File: src/source/ethagg_pkg.sv
// shared types and constants for the Ethernet frame aggregator
// modules import this package inside their bodies; ports use scoped names
`default_nettype none

package ethagg_pkg;

    // ------------------------------------------------------------------------
    // sizes
    // ------------------------------------------------------------------------
    // upper bound on MAC ports
    localparam int MAX_PORTS  = 4;
    // port index width on the uplink tag
    localparam int PORT_W     = 2;
    localparam int BYTE_W     = 8;
    // saturating drop counter per port
    localparam int DROP_CNT_W = 8;

    // speed code reported by the MAC for gigabit
    localparam logic [1:0] SPEED_1G = 2'b10;

    // ------------------------------------------------------------------------
    // beats and status
    // ------------------------------------------------------------------------
    // one MAC receive beat, bad is the MAC frame error flag
    typedef struct packed {
        logic [BYTE_W-1:0] data;
        logic              last;
        logic              bad;
    } eth_beat_t;

    // MAC status nibble, link in bit 0 and speed above it
    typedef struct packed {
        logic       spare;
        logic [1:0] speed;
        logic       link;
    } port_status_t;

    // tagged uplink beat
    typedef struct packed {
        logic [PORT_W-1:0] port_idx;
        logic [BYTE_W-1:0] data;
        logic              last;
    } up_beat_t;

    // receive path only runs with link up at 1 Gb/s
    function automatic logic link_qualified(input port_status_t st);
        return st.link && (st.speed == SPEED_1G);
    endfunction

endpackage

`default_nettype wire

File: src/source/uplink_credit_tx.sv
// output register toward the uplink with credit based flow control
// the uplink starts with UPLINK_CREDITS free slots and pulses a credit per freed slot
`default_nettype none

module uplink_credit_tx #(
    parameter int UPLINK_CREDITS = 4
) (
    input  wire                        clk20_g,
    input  wire                        rst_n_i,
    input  wire                        valid_i,
    input  wire ethagg_pkg::up_beat_t  beat_i,
    input  wire                        up_credit_i,
    output logic                       ready_o,
    output logic                       up_valid_o,
    output ethagg_pkg::up_beat_t       up_beat_o
);
    import ethagg_pkg::*;

    localparam int CW = $clog2(UPLINK_CREDITS + 1);

    // slots free at the far end
    logic [CW-1:0] credit_q;
    logic          take;

    assign ready_o = (credit_q != '0);
    assign take    = valid_i && ready_o;

    // ------------------------------------------------------------------------
    // credit counter
    // ------------------------------------------------------------------------
    // a beat is charged when it enters the output register
    always_ff @(posedge clk20_g or negedge rst_n_i) begin
        if (!rst_n_i) begin
            credit_q <= CW'(UPLINK_CREDITS);
        end else begin
            case ({take, up_credit_i})
                2'b10:   credit_q <= credit_q - 1'b1;
                2'b01:   credit_q <= credit_q + 1'b1;
                default: credit_q <= credit_q;
            endcase
        end
    end

    // output register, one cycle from accept to uplink
    always_ff @(posedge clk20_g or negedge rst_n_i) begin
        if (!rst_n_i) begin
            up_valid_o <= 1'b0;
        end else begin
            up_valid_o <= take;
        end
    end

    always_ff @(posedge clk20_g) begin
        if (take) begin
            up_beat_o <= beat_i;
        end
    end

    // uplink must never return more credits than beats it received
    a_credit_bound : assert property (
        @(posedge clk20_g) disable iff (!rst_n_i) credit_q <= CW'(UPLINK_CREDITS)
    ) else $error("credit count above UPLINK_CREDITS");

endmodule

`default_nettype wire

File: config.mk
export PLATFORM = sky130hd
export DESIGN_NAME = uplink_credit_tx
export DESIGN_NICKNAME = d
export VERILOG_FILES = /design/src/source/ethagg_pkg.sv /design/src/source/uplink_credit_tx.sv
export SDC_FILE = /design/constraint.sdc
export NUM_CORES = 1
export LEC_CHECK = 0
export BUFFER_PORTS_ARGS = -buffer_cell sky130_fd_sc_hd__buf_2
export CORE_AREA = 3 3 40 42
export DETAILED_ROUTE_END_ITERATION = 10
export DIE_AREA = 0 0 43 45
export HOLD_SLACK_MARGIN = 0.02
export PLACE_DENSITY = 0.72
export SYNTH_ARGS = -nofsm -noshare
export SYNTH_HDL_FRONTEND = slang
export SYNTH_SLANG_ARGS = --single-unit
File: constraint.sdc
create_clock -name clk20_g -period 2.7 [get_ports clk20_g]
set_input_delay 0.405 -clock clk20_g [delete_from_list [all_inputs] [get_ports clk20_g]]
set_output_delay 0.405 -clock clk20_g [all_outputs]
set_load 0.1 [all_outputs]
==> results.py <==
metrics = {
    "sta": {
        "post-route-period-util_pct": 73.6,
        "drv_slew": 0,
        "final-hold-violation-count": 0,
        "final.setup.tns_ns": 0,
        "timing_worst_slew_pin_value_ns": 0.488,
        "clk_skew_ns": 0.00241,
        "achievable-frequency_ghz": 0.503,
        "finalSetupViolCount": 0,
        "max_slew_margin_pct": 67.7,
        "rsz0062_at_grt": "no",
        "post-route-min-period_ns": 1.99,
    },
    "setup_path": {
        "required_ns": 2.91,
        "critical_path.endpoint_type": "flip-flop",
        "worstSetupStartpointType": "flip-flop",
        "crit_top_cell": "xor2_1",
        "worstSetupPathType": "reg -> reg",
        "critical_path.max_stage_delay_ns": 0.42,
        "worst-path-max-fanout": 3,
        "cp_cell_sequence": "or3_4 > nand2_2 > ha_1 > inv_1 > fa_1 > xor2_1 > nor2_1 > xor2_1",
        "timing.critical_path.arrival_ns": 2.19,
        "crit_slowest_cell": "dfrtp_1",
    },
    "die": {
        "die-height_um": 45,
        "initial_core_util_pct": 41.3,
        "die_x_um": 43,
        "rows": 13,
        "floorplan.die_area_mm2": 0.00194,
        "num_io_pins": 28,
        "fp.coreArea_mm2": 0.00128,
    },
    "clock_tree": {
        "post_cts_resize_count": 0,
        "clock_tree.root_cell": "clkbuf_4",
        "cts_tree": "built",
        "path_clk_slew_ns": 0.08,
        "htree_num_levels": 1,
        "clk-insertion-delay-late_ns": 0.27,
        "clock_sinks": 15,
        "cts_buffer_depth": 2,
        "cts_made_buffers": 3,
    },
    "logic_synthesis": {
        "mapped_nets": 43,
        "postSynth.asyncResetShare_pct": 26.7,
        "most_used_flip_flop_cell_after_synthesis": "edfxtp_1",
        "yosysWarningCount": 0,
        "yosys.area_share.xor_xnor_pct": 4.95,
        "complex_gate_fraction_of_the_synthesized_area_pct": 0,
        "synth_seq_cells": 15,
        "post_synth.cell_area_avg_um2": 20.4,
        "synth.area.mux_share_pct": 2.12,
        "synth_common_cells": "edfxtp_1 (11), dfrtp_1 (3), xor2_1 (2)",
        "synthTopCellsByArea": "edfxtp_1 (62%), dfrtp_1 (14%), dfstp_2 (5.0%)",
        "synth_cells": 26,
        "yosys.area_share.simple_pct": 4.01,
        "synth_enable_flop_cells": 11,
        "ys_types": 13,
        "synth.largest_area_cell": "edfxtp_1",
        "synth_adder_area_share_pct": 6.13,
        "seq_area_frac_synth_pct": 81.4,
        "synth_top_family_by_area": "adder cells",
        "syn_area_um2": 531,
        "post-synth-top-count-cell": "edfxtp_1",
        "synth_largest_type_area_fraction_pct": 62.3,
    },
    "pwr": {
        "vdd_drop_max_uv": 532,
        "sw_share_pct": 47.5,
        "areal_power_density_over_the_cells_mw_per_mm2": 1210,
        "combinational_share_of_power_pct": 46.1,
        "power.sequential.fraction_pct": 39.9,
        "p_sw_uw": 413,
        "p_leak_uw": 0.000323,
        "cell_internal_pwr_uw": 457,
        "pwr-share-clk_pct": 14.0,
    },
    "route": {
        "vias": 312,
        "route.detailed.drc": 0,
        "first_iter_violations": 0,
        "viasPerCell": 4.27,
        "dr.pass1.iters": 1,
        "antenna_violating_nets_post_route": 0,
        "route.detailed.wl_per_inst_um": 12.6,
        "drt_wl_total_um": 922,
    },
    "grt": {
        "global_route_wire_length_before_repair_mm": 1.32,
        "grt_pass1_vias": 283,
        "global_route.overflow_total": 0,
        "grt_antenna_before_repair": 0,
        "grt_util_all_layers_pct": 10.2,
        "grt_start_max_net_pins": 13,
    },
    "placement": {
        "placedInstanceArea_um2": 684,
        "buffer_ports.inserted": 27,
        "dpl.hpwl_um": 711,
        "gp_routability_congestion": 0.674,
    },
    "layout": {
        "layout-drive-gt1-share_pct": 60.3,
        "areaGrowthSynthToFinish_pct": 35.8,
        "final_cell_area_um2": 721,
        "multi_input_comb_area_um2": 91.3,
        "insertedDiodeCount": 0,
        "register_area_um2": 432,
        "final_net_count": 76,
        "fill_count": 109,
    },
    "worst_hold_path": {
        "hold_path_class": "in -> reg",
    },
    "outcome": {
        "outcome": "completed",
    },
    "job": {
        "cap_violations": 0,
    },
}
[sequential cells by signal (all words and copies together), names as in the netlist]
name        flops
credit_q        3
up_beat_o      11
up_valid_o      1
[path summary, 6_finish.rpt]
check                                        start                 endpoint  slack, ns  cells after the start
min                                      beat_i[0]   up_beat_o[0]$_DFFE_PP_       0.30                      1
max in group asynchronous                  rst_n_i  credit_q[2]$_DFFE_PN1P_       2.02                      2
max reg2reg                credit_q[0]$_DFFE_PN0P_  credit_q[2]$_DFFE_PN1P_       0.71                      8
min in group asynchronous                  rst_n_i  credit_q[0]$_DFFE_PN0P_       0.48                      2
min reg2reg                credit_q[2]$_DFFE_PN1P_  credit_q[2]$_DFFE_PN1P_       0.53                      1
max                        credit_q[0]$_DFFE_PN0P_  credit_q[2]$_DFFE_PN1P_       0.71                      8
[area by class of cell]
class | count | area share (%)
clock buffer | 4 | 3.65
tap | 15 | 2.60
inverter | 2 | 1.04
timing repair buffer | 28 | 20.1
multi-input combinational | 9 | 12.7
sequential | 15 | 59.9
[critical path, delay by kind of cell (launching register included)]
| family | cells | cell delay, ns |
|---|---|---|
| simple gates | 3 | 0.58 |
| flops | 1 | 0.42 |
| buf+inv | 1 | 0.06 |
| fa+ha+maj | 2 | 0.55 |
| xor+xnor | 2 | 0.30 |
[logic make-up (layout without fill, tap and decap cells)]
logic type,count (synthesis),count (layout)
DFF,15,15
and+or+nand+nor,3,3
buffers and inverters,2,34
muxes,1,1
adders and majority gates,2,2
xor gates and xnor gates,3,3
[power by group through the flow]
stage	Clock (µW)	Sequential (µW)	Combinational (µW)
final	122	347	401
after global routing	137	353	416
after CTS	129	347	403
after detailed placement	0	351	401
after global placement	0	349	397
after floorplan	0	555	137
[per-layer routing]
metal,wire length (µm),up-vias,global-route usage (%),part of all wire (%)
li1,-,153,-,-
met1,369,144,12.2,40
met2,469,13,15.0,51
met3,71,2,2.79,7.7
met4,11,0,9.04,1.2
met5,0,-,0,0
[timing repair]
| action | CTS | global route |
|---|---|---|
| endpoints found under the hold margin | 3 | 0 |
| setup endpoints to repair | 0 | 0 |
| buffers inserted | 0 | 0 |
| hold buffers | 1 | 0 |
[metrics by stage]
stage                     total power (µW)  util, %  setup WS (ns)  cells  hold WS (ns)
after global placement                 746     53.3          0.751     68         0.215
after CTS                              879     56.1          0.706     73         0.291
final                                  869     56.1          0.712     73         0.303
after global routing                   906     56.1          0.602     73         0.288
after floorplan                        692        -          0.584     26         0.109
after detailed placement               753     53.3          0.729     68         0.217
[cell usage in the layout, fill, tap and decap left out]
master	count
dfstp_2	1
or3_4	1
inv_1	1
inv_2	1
buf_2	27
mux2_2	1
xor2_1	2
dlygate4sd3_1	1
fa_1	1
nor2_1	1
ha_1	1
nand2_2	1
edfxtp_1	11
clkbuf_4	3
dfrtp_1	3
xnor2_1	1
clkbuf_1	1
Power figures use the tool's default switching activity.
