File: config.mk
export PLATFORM = sky130hd
export DESIGN_NAME = rx_frame_fifo
export DESIGN_NICKNAME = d
export VERILOG_FILES = /design/src/source/ethagg_pkg.sv /design/src/source/rx_frame_fifo.sv
export SDC_FILE = /design/constraint.sdc
export NUM_CORES = 1
export LEC_CHECK = 0
export BUFFER_PORTS_ARGS = -buffer_cell sky130_fd_sc_hd__buf_4
export CAP_MARGIN = 10
export CORE_MARGIN = 5
export CORE_UTILIZATION = 55
export DETAILED_ROUTE_END_ITERATION = 7
export HOLD_SLACK_MARGIN = 0.05
export PLACE_DENSITY = 0.77
export SLEW_MARGIN = 20
export SYNTH_ARGS = -nofsm -noshare
export SYNTH_HDL_FRONTEND = slang
export SYNTH_SLANG_ARGS = --single-unit
export TNS_END_PERCENT = 20
File: constraint.sdc
create_clock -name clk20_g -period 15.56 [get_ports clk20_g]
set_clock_uncertainty 0.1 [all_clocks]
set_input_delay 0.778 -clock clk20_g [delete_from_list [all_inputs] [get_ports clk20_g]]
set_output_delay 0.778 -clock clk20_g [all_outputs]
set_load 0.02 [all_outputs]
File: src/source/ethagg_pkg.sv
// shared types and constants for the Ethernet frame aggregator
// modules import this package inside their bodies; ports use scoped names
`default_nettype none

package ethagg_pkg;

    // ------------------------------------------------------------------------
    // sizes
    // ------------------------------------------------------------------------
    // upper bound on MAC ports
    localparam int MAX_PORTS  = 4;
    // port index width on the uplink tag
    localparam int PORT_W     = 2;
    localparam int BYTE_W     = 8;
    // saturating drop counter per port
    localparam int DROP_CNT_W = 8;

    // speed code reported by the MAC for gigabit
    localparam logic [1:0] SPEED_1G = 2'b10;

    // ------------------------------------------------------------------------
    // beats and status
    // ------------------------------------------------------------------------
    // one MAC receive beat, bad is the MAC frame error flag
    typedef struct packed {
        logic [BYTE_W-1:0] data;
        logic              last;
        logic              bad;
    } eth_beat_t;

    // MAC status nibble, link in bit 0 and speed above it
    typedef struct packed {
        logic       spare;
        logic [1:0] speed;
        logic       link;
    } port_status_t;

    // tagged uplink beat
    typedef struct packed {
        logic [PORT_W-1:0] port_idx;
        logic [BYTE_W-1:0] data;
        logic              last;
    } up_beat_t;

    // receive path only runs with link up at 1 Gb/s
    function automatic logic link_qualified(input port_status_t st);
        return st.link && (st.speed == SPEED_1G);
    endfunction

endpackage

`default_nettype wire

File: src/source/rx_frame_fifo.sv
// per-port frame store between one MAC receive stream and the arbiter
// only whole good frames become visible; dropped frames are rewound and counted
`default_nettype none

module rx_frame_fifo #(
    parameter int FIFO_DEPTH = 32
) (
    input  wire                               clk20_g,
    input  wire                               rst_n_i,
    input  wire                               valid_i,
    input  wire ethagg_pkg::eth_beat_t        beat_i,
    input  wire ethagg_pkg::port_status_t     status_i,
    input  wire                               pop_i,
    output logic                              has_frame_o,
    output ethagg_pkg::eth_beat_t             head_o,
    output logic [ethagg_pkg::DROP_CNT_W-1:0] drop_count_o
);
    import ethagg_pkg::*;

    localparam int AW = $clog2(FIFO_DEPTH);
    localparam logic [AW:0] DEPTH_V = (AW+1)'(FIFO_DEPTH);

    // frame byte store
    eth_beat_t mem [FIFO_DEPTH];

    // pointers carry one extra wrap bit
    logic [AW:0] wr_ptr;
    logic [AW:0] commit_ptr;
    logic [AW:0] rd_ptr;
    // committed frames still stored
    logic [AW:0] frames_q;
    // room seen when the current frame began
    logic [AW:0] room_q;
    logic        in_frame_q;
    // rest of current frame is thrown away
    logic        discard_q;

    logic        qual;
    logic [AW:0] free_now;
    logic [AW:0] room;
    logic [AW:0] frame_len;
    logic        fits;
    logic        drop_now;
    logic        wr_en;
    logic        commit;
    logic        pop_last;

    // ------------------------------------------------------------------------
    // drop decision
    // ------------------------------------------------------------------------
    always_comb begin
        qual      = link_qualified(status_i);
        // bytes of the current frame are not yet in the committed count
        free_now  = DEPTH_V - (commit_ptr - rd_ptr);
        room      = in_frame_q ? room_q : free_now;
        frame_len = wr_ptr - commit_ptr;
        fits      = frame_len < room;
        // link loss mid frame kills it even with no beat present
        drop_now  = !discard_q &&
                    ((valid_i && (!qual || beat_i.bad || !fits)) || (in_frame_q && !qual));
        wr_en     = valid_i && !discard_q && !drop_now;
        commit    = wr_en && beat_i.last;
        pop_last  = pop_i && head_o.last;
    end

    // write side
    always_ff @(posedge clk20_g) begin
        if (wr_en) begin
            mem[wr_ptr[AW-1:0]] <= beat_i;
        end
    end

    always_ff @(posedge clk20_g or negedge rst_n_i) begin
        if (!rst_n_i) begin
            wr_ptr     <= '0;
            commit_ptr <= '0;
            room_q     <= '0;
            in_frame_q <= 1'b0;
            discard_q  <= 1'b0;
        end else begin
            if (drop_now) begin
                // rewind to the last good frame boundary
                wr_ptr <= commit_ptr;
            end else if (wr_en) begin
                wr_ptr <= wr_ptr + 1'b1;
            end
            if (commit) begin
                commit_ptr <= wr_ptr + 1'b1;
            end
            // latch room on the first beat of each frame
            if (valid_i && !in_frame_q) begin
                room_q <= free_now;
            end
            if (valid_i) begin
                in_frame_q <= !beat_i.last;
            end
            // dropped on its own last beat needs no discard phase
            if (valid_i && beat_i.last) begin
                discard_q <= 1'b0;
            end else if (drop_now) begin
                discard_q <= 1'b1;
            end
        end
    end

    // ------------------------------------------------------------------------
    // read side and counters
    // ------------------------------------------------------------------------
    always_ff @(posedge clk20_g or negedge rst_n_i) begin
        if (!rst_n_i) begin
            rd_ptr       <= '0;
            frames_q     <= '0;
            drop_count_o <= '0;
        end else begin
            if (pop_i) begin
                rd_ptr <= rd_ptr + 1'b1;
            end
            case ({commit, pop_last})
                2'b10:   frames_q <= frames_q + 1'b1;
                2'b01:   frames_q <= frames_q - 1'b1;
                default: frames_q <= frames_q;
            endcase
            // saturates at all ones
            if (drop_now && (drop_count_o != '1)) begin
                drop_count_o <= drop_count_o + 1'b1;
            end
        end
    end

    assign has_frame_o = (frames_q != '0);
    assign head_o      = mem[rd_ptr[AW-1:0]];

    // arbiter must only pull from a port holding a complete frame
    a_pop_needs_frame : assert property (
        @(posedge clk20_g) disable iff (!rst_n_i) pop_i |-> has_frame_o
    ) else $error("pop without a stored frame");

endmodule

`default_nettype wire

==> key figures, run 1 <==
GRT
  • First-pass GRT wire length: 48300 um
  • Remaining global-route overflow: 0
  • Largest net degree at the start of global routing: 59
  • Vias in the first global route: 7971
  • Total GRT Usage: 0.208
  • Initial antenna violation count: 0

Worst setup path
  • Required time of the critical path: 15890 ps
  • Slowest cell on the critical path: dfrtp_2
  • Crit Path Max Fanout: 34
  • Flop-to-flop setup slack: 9420 ps
  • FF-to-FF End: frames_q[5]$_DFFE_PN0P_
  • Worst Setup EP: frames_q[5]$_DFFE_PN0P_
  • Worst Setup End Kind: flop
  • Worst EP arrival: 6470 ps
  • Crit Path Class: reg2reg
  • FF-to-FF path depth: 17
  • Critical Path Start: rd_ptr[2]$_DFFE_PN0P_
  • R2r startpoint: rd_ptr[2]$_DFFE_PN0P_
  • CP peak stage delay: 1040 ps
  • CP startpoint kind: flop
  • CP cell instances: ha_1 -> fa_1 -> a21o_1 -> a21oi_1 -> xnor2_1 -> nor2_1 -> a21oi_1 -> ha_1 -> o21a_1 -> a2111o_1 -> o21ai_4 -> nand3_4 -> ha_1 -> ha_1 -> or4b_2 -> o211ai_1 -> xor2_1
  • Crit-path most repeated cell: ha_1

Detailed routing
  • DRC Markers: 0
  • Met3 WL post-DR: 2110 um
  • Post-DRT Antenna Nets: 0
  • Vias per cell: 6.14
  • Via count: 7732
  • DR pass1 iterations: 7
  • Top Metal Used: met4
  • Met2 routed WL: 15700 um
  • DR WL/cell: 24.8 um
  • WL met1: 12900 um
  • Iteration-0 DRC Markers: 735
  • Total wire length: 31300 um

Floorplan
  • Die H: 175 um
  • Ports: 37
  • Core area: 27000 um2
  • Rows: 60
  • Initial Utilization: 0.558
  • Die width: 175 um
  • Die ar.: 30800 um2

Timing
  • Max-slew violation count: 0
  • Final clock period utilization by the worst path: 0.394
  • Final setup viols: 0
  • Fmax achieved: 0.163 GHz
  • Total negative setup slack: 0 ps
  • Hold Fails Final Rpt: 0
  • Minimum clock period: 6140 ps
  • Unrepaired setup endpoints after global routing: false
  • Max_slew headroom: 0.252
  • Slew @ Worst Pin: 1120 ps

Synth
  • Post-synth top area share: 0.639
  • Synthesis-stage register bit count: 360
  • Mapped Cells: 846
  • Syn_area_per_cell: 17.8 um2
  • Synth cell types: 53
  • Synth top area cells: edfxtp_1 64%, mux4_2 9.4%, dfrtp_1 6.7%
  • FFs w/ async S/R, synth: 0.111
  • Seq/Total Area, Yosys: 0.705
  • Netlist Area Pre-Place: 15000 um2
  • Synth Flop Type: edfxtp_1
  • Cell accounting for the most synthesized area: edfxtp_1
  • Synthesis Warnings: 0
  • Syn Nets: 897
  • Post-synth EDFFs: 320

Finish
  • Ant diodes: 0
  • Synth-to-Final Area Change: 11.6%
  • Fin area: 16800 um2
  • Share of layout cells above drive strength 1: 0.216
  • Final net count: 941
  • Most frequent cells in the layout: 320 x edfxtp_1, 67 x mux2i_1, 63 x mux4_2
  • Commonest non-fill, non-tap cell in the layout: edfxtp_1

CTS
  • Post-CTS Setup Bufs: 0
  • CTS tree: built
  • Later-pin clock latency in the skew report: 520 ps
  • H-tree depth: 2
  • Resized cells post-CTS: 0
  • Clock Pin Slew Worst Setup and Hold Paths: 60 ps
  • Max Root-Sink Buffers: 3
  • Clk sink count: 360
  • Num CTS Buffers: 37
  • Hold-fix buffers, CTS: 0
  • Clock tree root driver cell: clkbuf_16

Placed design
  • GP Congestion: 0.785
  • Dpl cell area: 15600 um2
  • Post-DP HPWL: 18000 um
  • IO Port Bufs: 35

Power and ir drop
  • PwrDens: 188 nW/um2
  • Peak VDD IR: 0.0000919 V
  • Total power: 3160 uW
  • Leakage: 0.00577 uW

Run status
  • Status: finished, final reports clean

Job
  • Max Cap Viol: 0

Worst hold path
  • HP Class: in2async
## cells by family (layout without fill, tap and decap cells)
logic type,after synthesis,after routing,synth area share
buffers and inverters,52,124,0.0165
XOR/XNOR,27,27,0.0157
adder cells (fa/ha/maj),33,33,0.0289
AND/OR/NAND/NOR,154,154,0.0490
multiplexers,142,142,0.148
AO/OA/AOI/OAI,78,78,0.0365
flip-flops,360,360,0.705
## report_power, final
group / total (uW) / switching (uW) / internal, uW
Sequential: 1220 / 114 / 1100
Clock: 831 / 352 / 479
Combinational: 1110 / 588 / 519
## synthesized netlist by cell type (all sizes together) (2+ instances only)
library cell and n:
buf 21, xor2 13, mux4 63, inv 16
a21o 4, ha 30, dfrtp 40, a22oi 18
clkbuf 15, nand3 25, o311ai 4, o211ai 12
nor3 5, nor4 4, nor2b 6, mux2i 67
nand2b 7, a21oi 21, and2 2, fa 3
mux2 12, or3 2, nand2 45, nor4b 2
xnor2 14, nor2 45, o21ai 9, edfxtp 320
nand4 2, nand3b 4
## through the flow
step,hold slack [ps],util,cells,worst slack (ps)
CTS,154,0.621,1258,9340
floorplan,341,-,846,9870
global placement,359,0.578,1191,9550
global route,183,0.623,1259,9070
finish,140,0.623,1259,9420
detailed placement,367,0.578,1191,9440
## critical path, delay by kind of cell (launching register included)
kind	cells	cell delay [ps]
AO/OA/AOI/OAI	7	1810
adder cells (fa/ha/maj)	5	1780
flip-flops	1	1040
AND/OR/NAND/NOR	3	960
XOR/XNOR	2	360
## per-layer routing
layer / up-vias / GRT usage
li1: 3434 / -
met1: 3962 / 0.298
met2: 287 / 0.346
met3: 49 / 0.0325
met4: 0 / 0.0419
met5: - / 0
## state kept, by name, summed over array words and instances, names as in the netlist
register / cells
mem: 320
frames_q: 6
drop_count_o: 8
in_frame_q: 1
wr_ptr: 6
rd_ptr: 6
room_q: 6
discard_q: 1
commit_ptr: 6
## worst min path at each step
stage | start | to | slack (ps) | cells after the start
global placement | room_q[0]$_DFFE_PN0P_ | room_q[0]$_DFFE_PN0P_ | 360 | 2
detailed placement | frames_q[5]$_DFFE_PN0P_ | frames_q[5]$_DFFE_PN0P_ | 370 | 1
CTS | rst_n_i | frames_q[1]$_DFFE_PN0P_ | 150 | 1
floorplan | room_q[0]$_DFFE_PN0P_ | room_q[0]$_DFFE_PN0P_ | 340 | 2
global route | rst_n_i | wr_ptr[5]$_DFFE_PN0P_ | 180 | 1
finish | rst_n_i | drop_count_o[1]$_DFFE_PN0P_ | 140 | 1
## cell type report
class | instances | area (um2)
Clock buffer | 47 | 1020
Clock inverter | 20 | 125
Fill cell | 1864 | 10200
Inverter | 16 | 60.1
Multi-Input combinational cell | 434 | 4230
Sequential cell | 360 | 10600
Tap cell | 341 | 427
Timing Repair Buffer | 41 | 320
Note: power is estimated with default switching activity, not from simulation.
==> run 2: changes to the inputs <==
--- a/config.mk
+++ b/config.mk
@@ -5,13 +5,14 @@
 export SDC_FILE = /design/constraint.sdc
 export NUM_CORES = 1
 export LEC_CHECK = 0
+export ABC_AREA = 1
 export BUFFER_PORTS_ARGS = -buffer_cell sky130_fd_sc_hd__buf_4
 export CAP_MARGIN = 10
 export CORE_MARGIN = 5
 export CORE_UTILIZATION = 55
 export DETAILED_ROUTE_END_ITERATION = 7
 export HOLD_SLACK_MARGIN = 0.05
-export PLACE_DENSITY = 0.77
+export PLACE_DENSITY = 0.79
 export SLEW_MARGIN = 20
 export SYNTH_ARGS = -nofsm -noshare
 export SYNTH_HDL_FRONTEND = slang
==> constraint.sdc (replaced) <==
create_clock -name clk20_g -period 5.3 [get_ports clk20_g]
set_clock_uncertainty 0.1 [all_clocks]
set_input_delay 0.265 -clock clk20_g [delete_from_list [all_inputs] [get_ports clk20_g]]
set_output_delay 0.265 -clock clk20_g [all_outputs]
set_load 0.02 [all_outputs]
==> run 2 against run 1 <==
- highest routed layer unchanged
- non-clock buffer count grew 44
- largest power group is now combinational cells
- sequential cell count is the same
- first-iteration DRC count up 66%
- fmax increased by 30%
- total power rose to 3.1 times the previous value
- sequential share of layout area is 2.7 points lower
- hold slack worse by 62 ps
==> key figures, run 2 <==
CTS
  • Max Root-Sink Buffers: 3 (unchanged)
  • Num CTS Buffers: 36 (-2.7%)
  • Clock Pin Slew Worst Setup and Hold Paths: 60 ps (about the same)
  • Later-pin clock latency in the skew report: 510 ps (about the same)
  • CTS tree: built
  • H-tree depth: 2 (unchanged)
  • Clk sink count: 360 (unchanged)
  • Clock tree root driver cell: clkbuf_16

Synth
  • FFs w/ async S/R, synth: 0.111 (unchanged)
  • Most frequent cells after synthesis: 320 x edfxtp_1, 208 x nand2_1, 203 x nor2_1, 118 x o21ai_0, 106 x nand3_1
  • Top-count cell post-synth: edfxtp_1
  • Netlist Area Pre-Place: 15700 um2 (+4.5%)
  • Synth cell types: 38 (-28%)
  • Post-synth EDFFs: 320 (unchanged)
  • Mapped Cells: 1373 (+62%)
  • Synth top area cells: edfxtp_1 61%, dfrtp_1 6.4%, nand2_1 5.0%
  • Synthesis-stage register bit count: 360 (unchanged)
  • Synth Flop Type: edfxtp_1
  • Syn Nets: 1424 (+59%)
  • Syn_area_per_cell: 11.4 um2 (-36%)
  • Synthesis Warnings: 0 (unchanged)
  • Cell accounting for the most synthesized area: edfxtp_1
  • Seq/Total Area, Yosys: 0.675 (-0.0303)
  • Post-synth top area share: 0.611 (-0.0274)

Finish
  • Most frequent cells in the layout: 320 x edfxtp_1, 208 x nand2_1, 203 x nor2_1
  • Final core utilization: 0.626 (+0.00301)
  • Synth-to-Final Area Change: 11.6% (about the same)
  • Fillers: 2076 (+11%)
  • Multi-input logic area: 4440 um2 (+5.1%)
  • Largest register FFs: 320 (unchanged)
  • Final net count: 1474 (+57%)
  • FF/Latch Area: 10600 um2 (about the same)
  • Commonest non-fill, non-tap cell in the layout: edfxtp_1
  • Share of layout cells above drive strength 1: 0.108 (-0.108)
  • Ant diodes: 0 (unchanged)

Timing
  • Max-slew violation count: 0 (unchanged)
  • Hold Fails Final Rpt: 0 (unchanged)
  • Max_slew headroom: 0.300 (+0.0483)
  • Fmax achieved: 0.212 GHz (+30%)
  • Unrepaired setup endpoints after global routing: false
  • Minimum clock period: 4730 ps (-1410 ps)
  • Final clock period utilization by the worst path: 0.892 (+0.498)
  • Total negative setup slack: 0 ps (unchanged)
  • Slew @ Worst Pin: 1040 ps (-74.7 ps)
  • Final setup viols: 0 (unchanged)

Floorplan
  • Die H: 179 um (+2.1%)
  • Ports: 37 (unchanged)
  • Core area: 28000 um2 (+3.9%)
  • Die width: 179 um (+2.1%)
  • Rows: 61 (+1.7%)
  • Die ar.: 32100 um2 (+4.2%)
  • Initial Utilization: 0.561 (+0.00296)

Power and ir drop
  • PwrDens: 552 nW/um2 (+190%)
  • Total power: 9680 uW (+210%)
  • Peak VDD IR: 0.000560 V (+510%)
  • Leakage: 0.00647 uW (+12%)

Worst hold path
  • HP Class: in2reg

GRT
  • Largest net degree at the start of global routing: 163 (+180%)
  • First-pass GRT wire length: 56400 um (+17%)
  • Initial antenna violation count: 0 (unchanged)
  • Remaining global-route overflow: 0 (unchanged)
  • Vias in the first global route: 10562 (+33%)
  • Total GRT Usage: 0.228 (+0.0202)

Detailed routing
  • Met3 WL post-DR: 2780 um (+31%)
  • Post-DRT Antenna Nets: 0 (unchanged)
  • Total wire length: 36000 um (+15%)
  • Vias per cell: 5.85 (-4.8%)
  • Via count: 10649 (+38%)
  • DR pass1 iterations: 6 (-1)
  • Met2 routed WL: 17700 um (+12%)
  • DR WL/cell: 19.8 um (-20%)
  • Iteration-0 DRC Markers: 1217 (+66%)
  • DRC Markers: 0 (unchanged)
  • Top Metal Used: met4
  • WL met1: 14000 um (+8.8%)

Worst setup path
  • Worst Setup End Kind: flop
  • Crit Path Class: reg2reg
  • Worst EP arrival: 5070 ps (-1400 ps)
  • CP startpoint kind: flop
  • Flop-to-flop setup slack: 570 ps (-8850 ps)
  • Crit Path Max Fanout: 15 (-56%)
  • Required time of the critical path: 5640 ps (-10250 ps)

Run status
  • Status: finished, final reports clean

Placed design
  • GP Congestion: 0.863 (+10%)
  • IO Port Bufs: 35 (unchanged)
  • Post-DP HPWL: 20700 um (+15%)

Job
  • Max Cap Viol: 0 (unchanged)
## run 2: changes by cell type after synthesis, moves of 48 or more
cell     previous run  this run
mux2i_1            67         1
nand2_1            45       208
mux4_2             63         0
nor2_1             45       203
inv_1              16        64
nand3_1            23       106
o21ai_0             8       118
## run 2: worst paths after layout
kind,start,end,cells after the start
min in group asynchronous,rst_n_i,drop_count_o[7]$_DFFE_PN0P_,2
setup / recovery,commit_ptr[1]$_DFFE_PN0P_,frames_q[4]$_DFFE_PN0P_,24
max in group asynchronous,rst_n_i,rd_ptr[1]$_DFFE_PN0P_,2
hold reg to reg,room_q[2]$_DFFE_PN0P_,room_q[2]$_DFFE_PN0P_,2
hold / removal,beat_i[4],mem[30][4]$_DFFE_PP_,1
setup reg to reg,commit_ptr[1]$_DFFE_PN0P_,frames_q[4]$_DFFE_PN0P_,24
## run 2: worst max-delay path, cell delays in order (launching register included)
cell	delay (ps)
dfrtp_1	390
inv_1	130
ha_1	250
ha_1	210
fa_1	460
nand2_1	90
nand2_1	50
a21oi_1	160
xnor2_1	160
mux2i_1	110
ha_1	320
nand2_1	80
nor2_1	50
nor2_1	180
nand2_4	160
nand2_8	150
nand3_2	190
ha_1	390
fa_1	420
nand2_1	90
nand2_1	70
a21o_1	160
o21ai_0	140
a21oi_1	50
nor2_1	80
## run 2: logic make-up (layout without fill, tap and decap cells)
logic type / count (synthesis) / count (layout) / share of synthesized area
AOI/OAI and AO/OA: 234 / 234 / 0.0838
and+or+nand+nor: 572 / 572 / 0.155
adders and majority gates: 33 / 33 / 0.0277
muxes: 1 / 1 / 0.000637
DFF: 360 / 360 / 0.675
xor gates and xnor gates: 28 / 28 / 0.0156
buffers and inverters: 145 / 215 / 0.0422
## run 2: timing repair
action                    4_1_cts  5_1_grt
hold endpoints to repair       45        0
setup buffers                   0        0
resized for setup               0        0
hold buffers                    3        0
## run 2: area by class of cell
class,count,area share
clock inverters,15,0.00599
inverters,72,0.0156
flip-flops and latches,360,0.605
well taps,378,0.0270
multi-input cells,868,0.253
repair buffers,85,0.0375
clock buffers,43,0.0552
## run 2: per-stage QoR
step | cells | instance area (um2) | hold slack [ps] | worst slack [ps]
2_1_floorplan | 1373 | 15700 | -131 | 753
3_3_place_gp | 1760 | 16400 | 170 | 711
3_5_place_dp | 1760 | 16400 | 179 | 592
4_1_cts | 1821 | 17500 | 66.3 | 564
5_1_grt | 1821 | 17500 | 79.4 | 80.2
6_report | 1821 | 17500 | 77.7 | 573
## run 2: metal layers
layer / track usage / vias up
met2: 0.380 / 528
met4: 0.0963 / 0
met1: 0.302 / 5101
li1: - / 4918
met3: 0.0323 / 102
met5: 0 / -
## run 2: report_power, final
| part | switching, uW | internal, uW |
|---|---|---|
| combinational | 2640 | 1280 |
| sequential | 141 | 3260 |
| clock | 1010 | 1350 |
| total | 3790 | 5890 |
==> run 3: changes to the inputs <==
==> constraint.sdc (replaced) <==
create_clock -name clk20_g -period 5.3 [get_ports clk20_g]
set_clock_uncertainty 0.1 [all_clocks]
set_input_delay 0.795 -clock clk20_g [delete_from_list [all_inputs] [get_ports clk20_g]]
set_output_delay 0.795 -clock clk20_g [all_outputs]
set_load 0.02 [all_outputs]
==> run 3 against run 2 <==
- final cell count increased by 0.33%
- combinational power hardly changed
- sequential share of layout area down 0.35 points
- total power is 2.3% higher
- register-to-register slack barely moved
- critical endpoint unchanged
==> key figures, run 3 (synthesis gave the netlist of run 2 again) <==
Worst setup path
  • Slowest cell on the critical path: fa_1
  • Worst EP arrival: 5070 ps (about the same)
  • Critical Path Start: commit_ptr[1]$_DFFE_PN0P_
  • Crit Path Max Fanout: 15 (unchanged)
  • CP cell instances: inv_1 -> ha_1 -> ha_1 -> fa_1 -> nand2_1 -> nand2_1 -> a21oi_1 -> xnor2_1 -> mux2i_1 -> ha_1 -> nand2_1 -> nor2_1 -> nor2_1 -> nand2_4 -> nand2_8 -> nand3_2 -> ha_1 -> fa_1 -> nand2_1 -> nand2_1 -> a21o_1 -> o21ai_0 -> a21oi_1 -> nor2_1
  • Crit-path most repeated cell: nand2_1
  • CP peak stage delay: 470 ps (about the same)
  • Worst Setup End Kind: flop
  • Required time of the critical path: 5640 ps (about the same)
  • CP top delay family: adder cells
  • Crit Path Class: reg2reg
  • R2r startpoint: commit_ptr[1]$_DFFE_PN0P_
  • CP startpoint kind: flop
  • WP buf/inv: 1 (unchanged)

GRT
  • Initial antenna violation count: 0 (unchanged)
  • Largest net degree at the start of global routing: 103 (-37%)
  • Remaining global-route overflow: 0 (unchanged)
  • Vias in the first global route: 10495 (-0.63%)
  • First-pass GRT wire length: 56100 um (-0.53%)
  • Total GRT Usage: 0.228 (-0.000317)

Timing
  • Final setup viols: 0 (unchanged)
  • Max_slew headroom: 0.303 (+0.00286)
  • Total negative setup slack: 0 ps (unchanged)
  • Final clock period utilization by the worst path: 0.892 (about the same)
  • Slew @ Worst Pin: 1050 ps (+2.16 ps)
  • Max-slew violation count: 0 (unchanged)
  • Fmax achieved: 0.211 GHz (about the same)
  • Minimum clock period: 4730 ps (+2.00 ps)
  • Hold Fails Final Rpt: 0 (unchanged)
  • Unrepaired setup endpoints after global routing: false

CTS
  • Post-CTS Setup Bufs: 0 (unchanged)
  • CTS tree: built
  • H-tree depth: 2 (unchanged)
  • Num CTS Buffers: 37 (+2.8%)
  • Max Root-Sink Buffers: 3 (unchanged)
  • Hold-fix buffers, CTS: 0 (-3)
  • Later-pin clock latency in the skew report: 530 ps (+20 ps)
  • Clock Pin Slew Worst Setup and Hold Paths: 60 ps (about the same)
  • Clk sink count: 360 (unchanged)
  • Resized cells post-CTS: 0 (unchanged)
  • Clock tree root driver cell: clkbuf_16

Floorplan
  • Core area: 28000 um2 (unchanged)
  • Rows: 61 (unchanged)
  • Die width: 179 um (unchanged)
  • Ports: 37 (unchanged)
  • Initial Utilization: 0.561 (unchanged)
  • Die ar.: 32100 um2 (unchanged)
  • Die H: 179 um (unchanged)

Detailed routing
  • DR WL/cell: 19.7 um (about the same)
  • Via count: 10604 (-0.42%)
  • Iteration-0 DRC Markers: 1133 (-6.9%)
  • Total wire length: 36100 um (+0.26%)
  • DRC Markers: 0 (unchanged)
  • Post-DRT Antenna Nets: 0 (unchanged)
  • DR pass1 iterations: 5 (-1)
  • Vias per cell: 5.80 (-0.75%)

Placed design
  • Post-DP HPWL: 20800 um (+0.30%)
  • GP Congestion: 0.849 (-1.6%)
  • IO Port Bufs: 35 (unchanged)

Finish
  • Ant diodes: 0 (unchanged)
  • Synth-to-Final Area Change: 12.2%
  • Largest register FFs: 320 (unchanged)
  • Share of layout cells above drive strength 1: 0.110 (+0.00162)
  • Final core utilization: 0.630 (+0.00366)
  • Most frequent cells in the layout: 320 x edfxtp_1, 208 x nand2_1, 203 x nor2_1
  • Final net count: 1471 (-0.20%)
  • Commonest non-fill, non-tap cell in the layout: edfxtp_1

Power and ir drop
  • Peak VDD IR: 0.000625 V (+12%)
  • PwrDens: 561 nW/um2 (+1.7%)
  • Leakage: 0.00651 uW (+0.72%)

Run status
  • Status: finished, final reports clean

Worst hold path
  • HP Class: in2async

Job
  • Max Cap Viol: 0 (unchanged)
[run 3: cell types whose count changed in the layout (fill, tap and decap cells not counted), sizes merged]
cell | before | now
clkbuf | 43 | 51
clkinv | 18 | 19
buf | 82 | 81
bufinv | 1 | 3
dlygate4sd3 | 3 | 0
clkinvlp | 1 | 0
[run 3: power breakdown]
part	internal [uW]	switching [uW]	total, uW	leakage [uW]
combinational	1270	2650	3920	0.00253
clock	1540	1040	2580	0.000602
sequential	3260	137	3400	0.00338
total	6070	3830	9900	0.00651
[run 3: area by class of cell]
class / instances / area, um2
flip-flops and latches: 360 / 10600
fillers: 2064 / 10400
multi-input cells: 868 / 4440
clock buffers: 51 / 1050
repair buffers: 81 / 608
well taps: 378 / 473
inverters: 72 / 273
clock inverters: 17 / 178
[run 3: metrics by stage]
step	instance area, um2	std cells	hold WS, ps	worst slack [ps]	total power (uW)
3_3_place_gp	16400	1759	366	681	7170
2_1_floorplan	15700	1373	348	753	6190
3_5_place_dp	16400	1759	369	600	7310
5_1_grt	17600	1827	175	123	10500
4_1_cts	17600	1827	155	564	9910
6_report	17600	1827	153	571	9900
[run 3: worst paths after layout]
kind,endpoint,slack (ps),cells after the start
max,frames_q[4]$_DFFE_PN0P_,570,24
min,drop_count_o[1]$_DFFE_PN0P_,150,1
max reg2reg,frames_q[4]$_DFFE_PN0P_,570,24
min reg2reg,room_q[3]$_DFFE_PN0P_,380,2
max in group asynchronous,rd_ptr[0]$_DFFE_PN0P_,4560,1
min in group clk20_g,room_q[3]$_DFFE_PN0P_,380,2
[run 3: layer usage]
metal  up-vias  global-route usage  wire, um
met1      5122               0.305     14100
met3        83              0.0312      2690
li1       4919                   -         -
met4         0              0.0953      1280
met5         -                   0         0
met2       480               0.377     18000
[run 3: worst reg2reg max path, stage by stage (launching register included)]
cell,delay (ps)
dfrtp_1,390
inv_1,140
ha_1,250
ha_1,220
fa_1,470
nand2_1,80
nand2_1,50
a21oi_1,160
xnor2_1,180
mux2i_1,120
ha_1,320
nand2_1,90
nor2_1,50
nor2_1,180
nand2_4,150
nand2_8,140
nand3_2,180
ha_1,380
fa_1,440
nand2_1,90
nand2_1,50
a21o_1,160
o21ai_0,130
a21oi_1,60
nor2_1,80
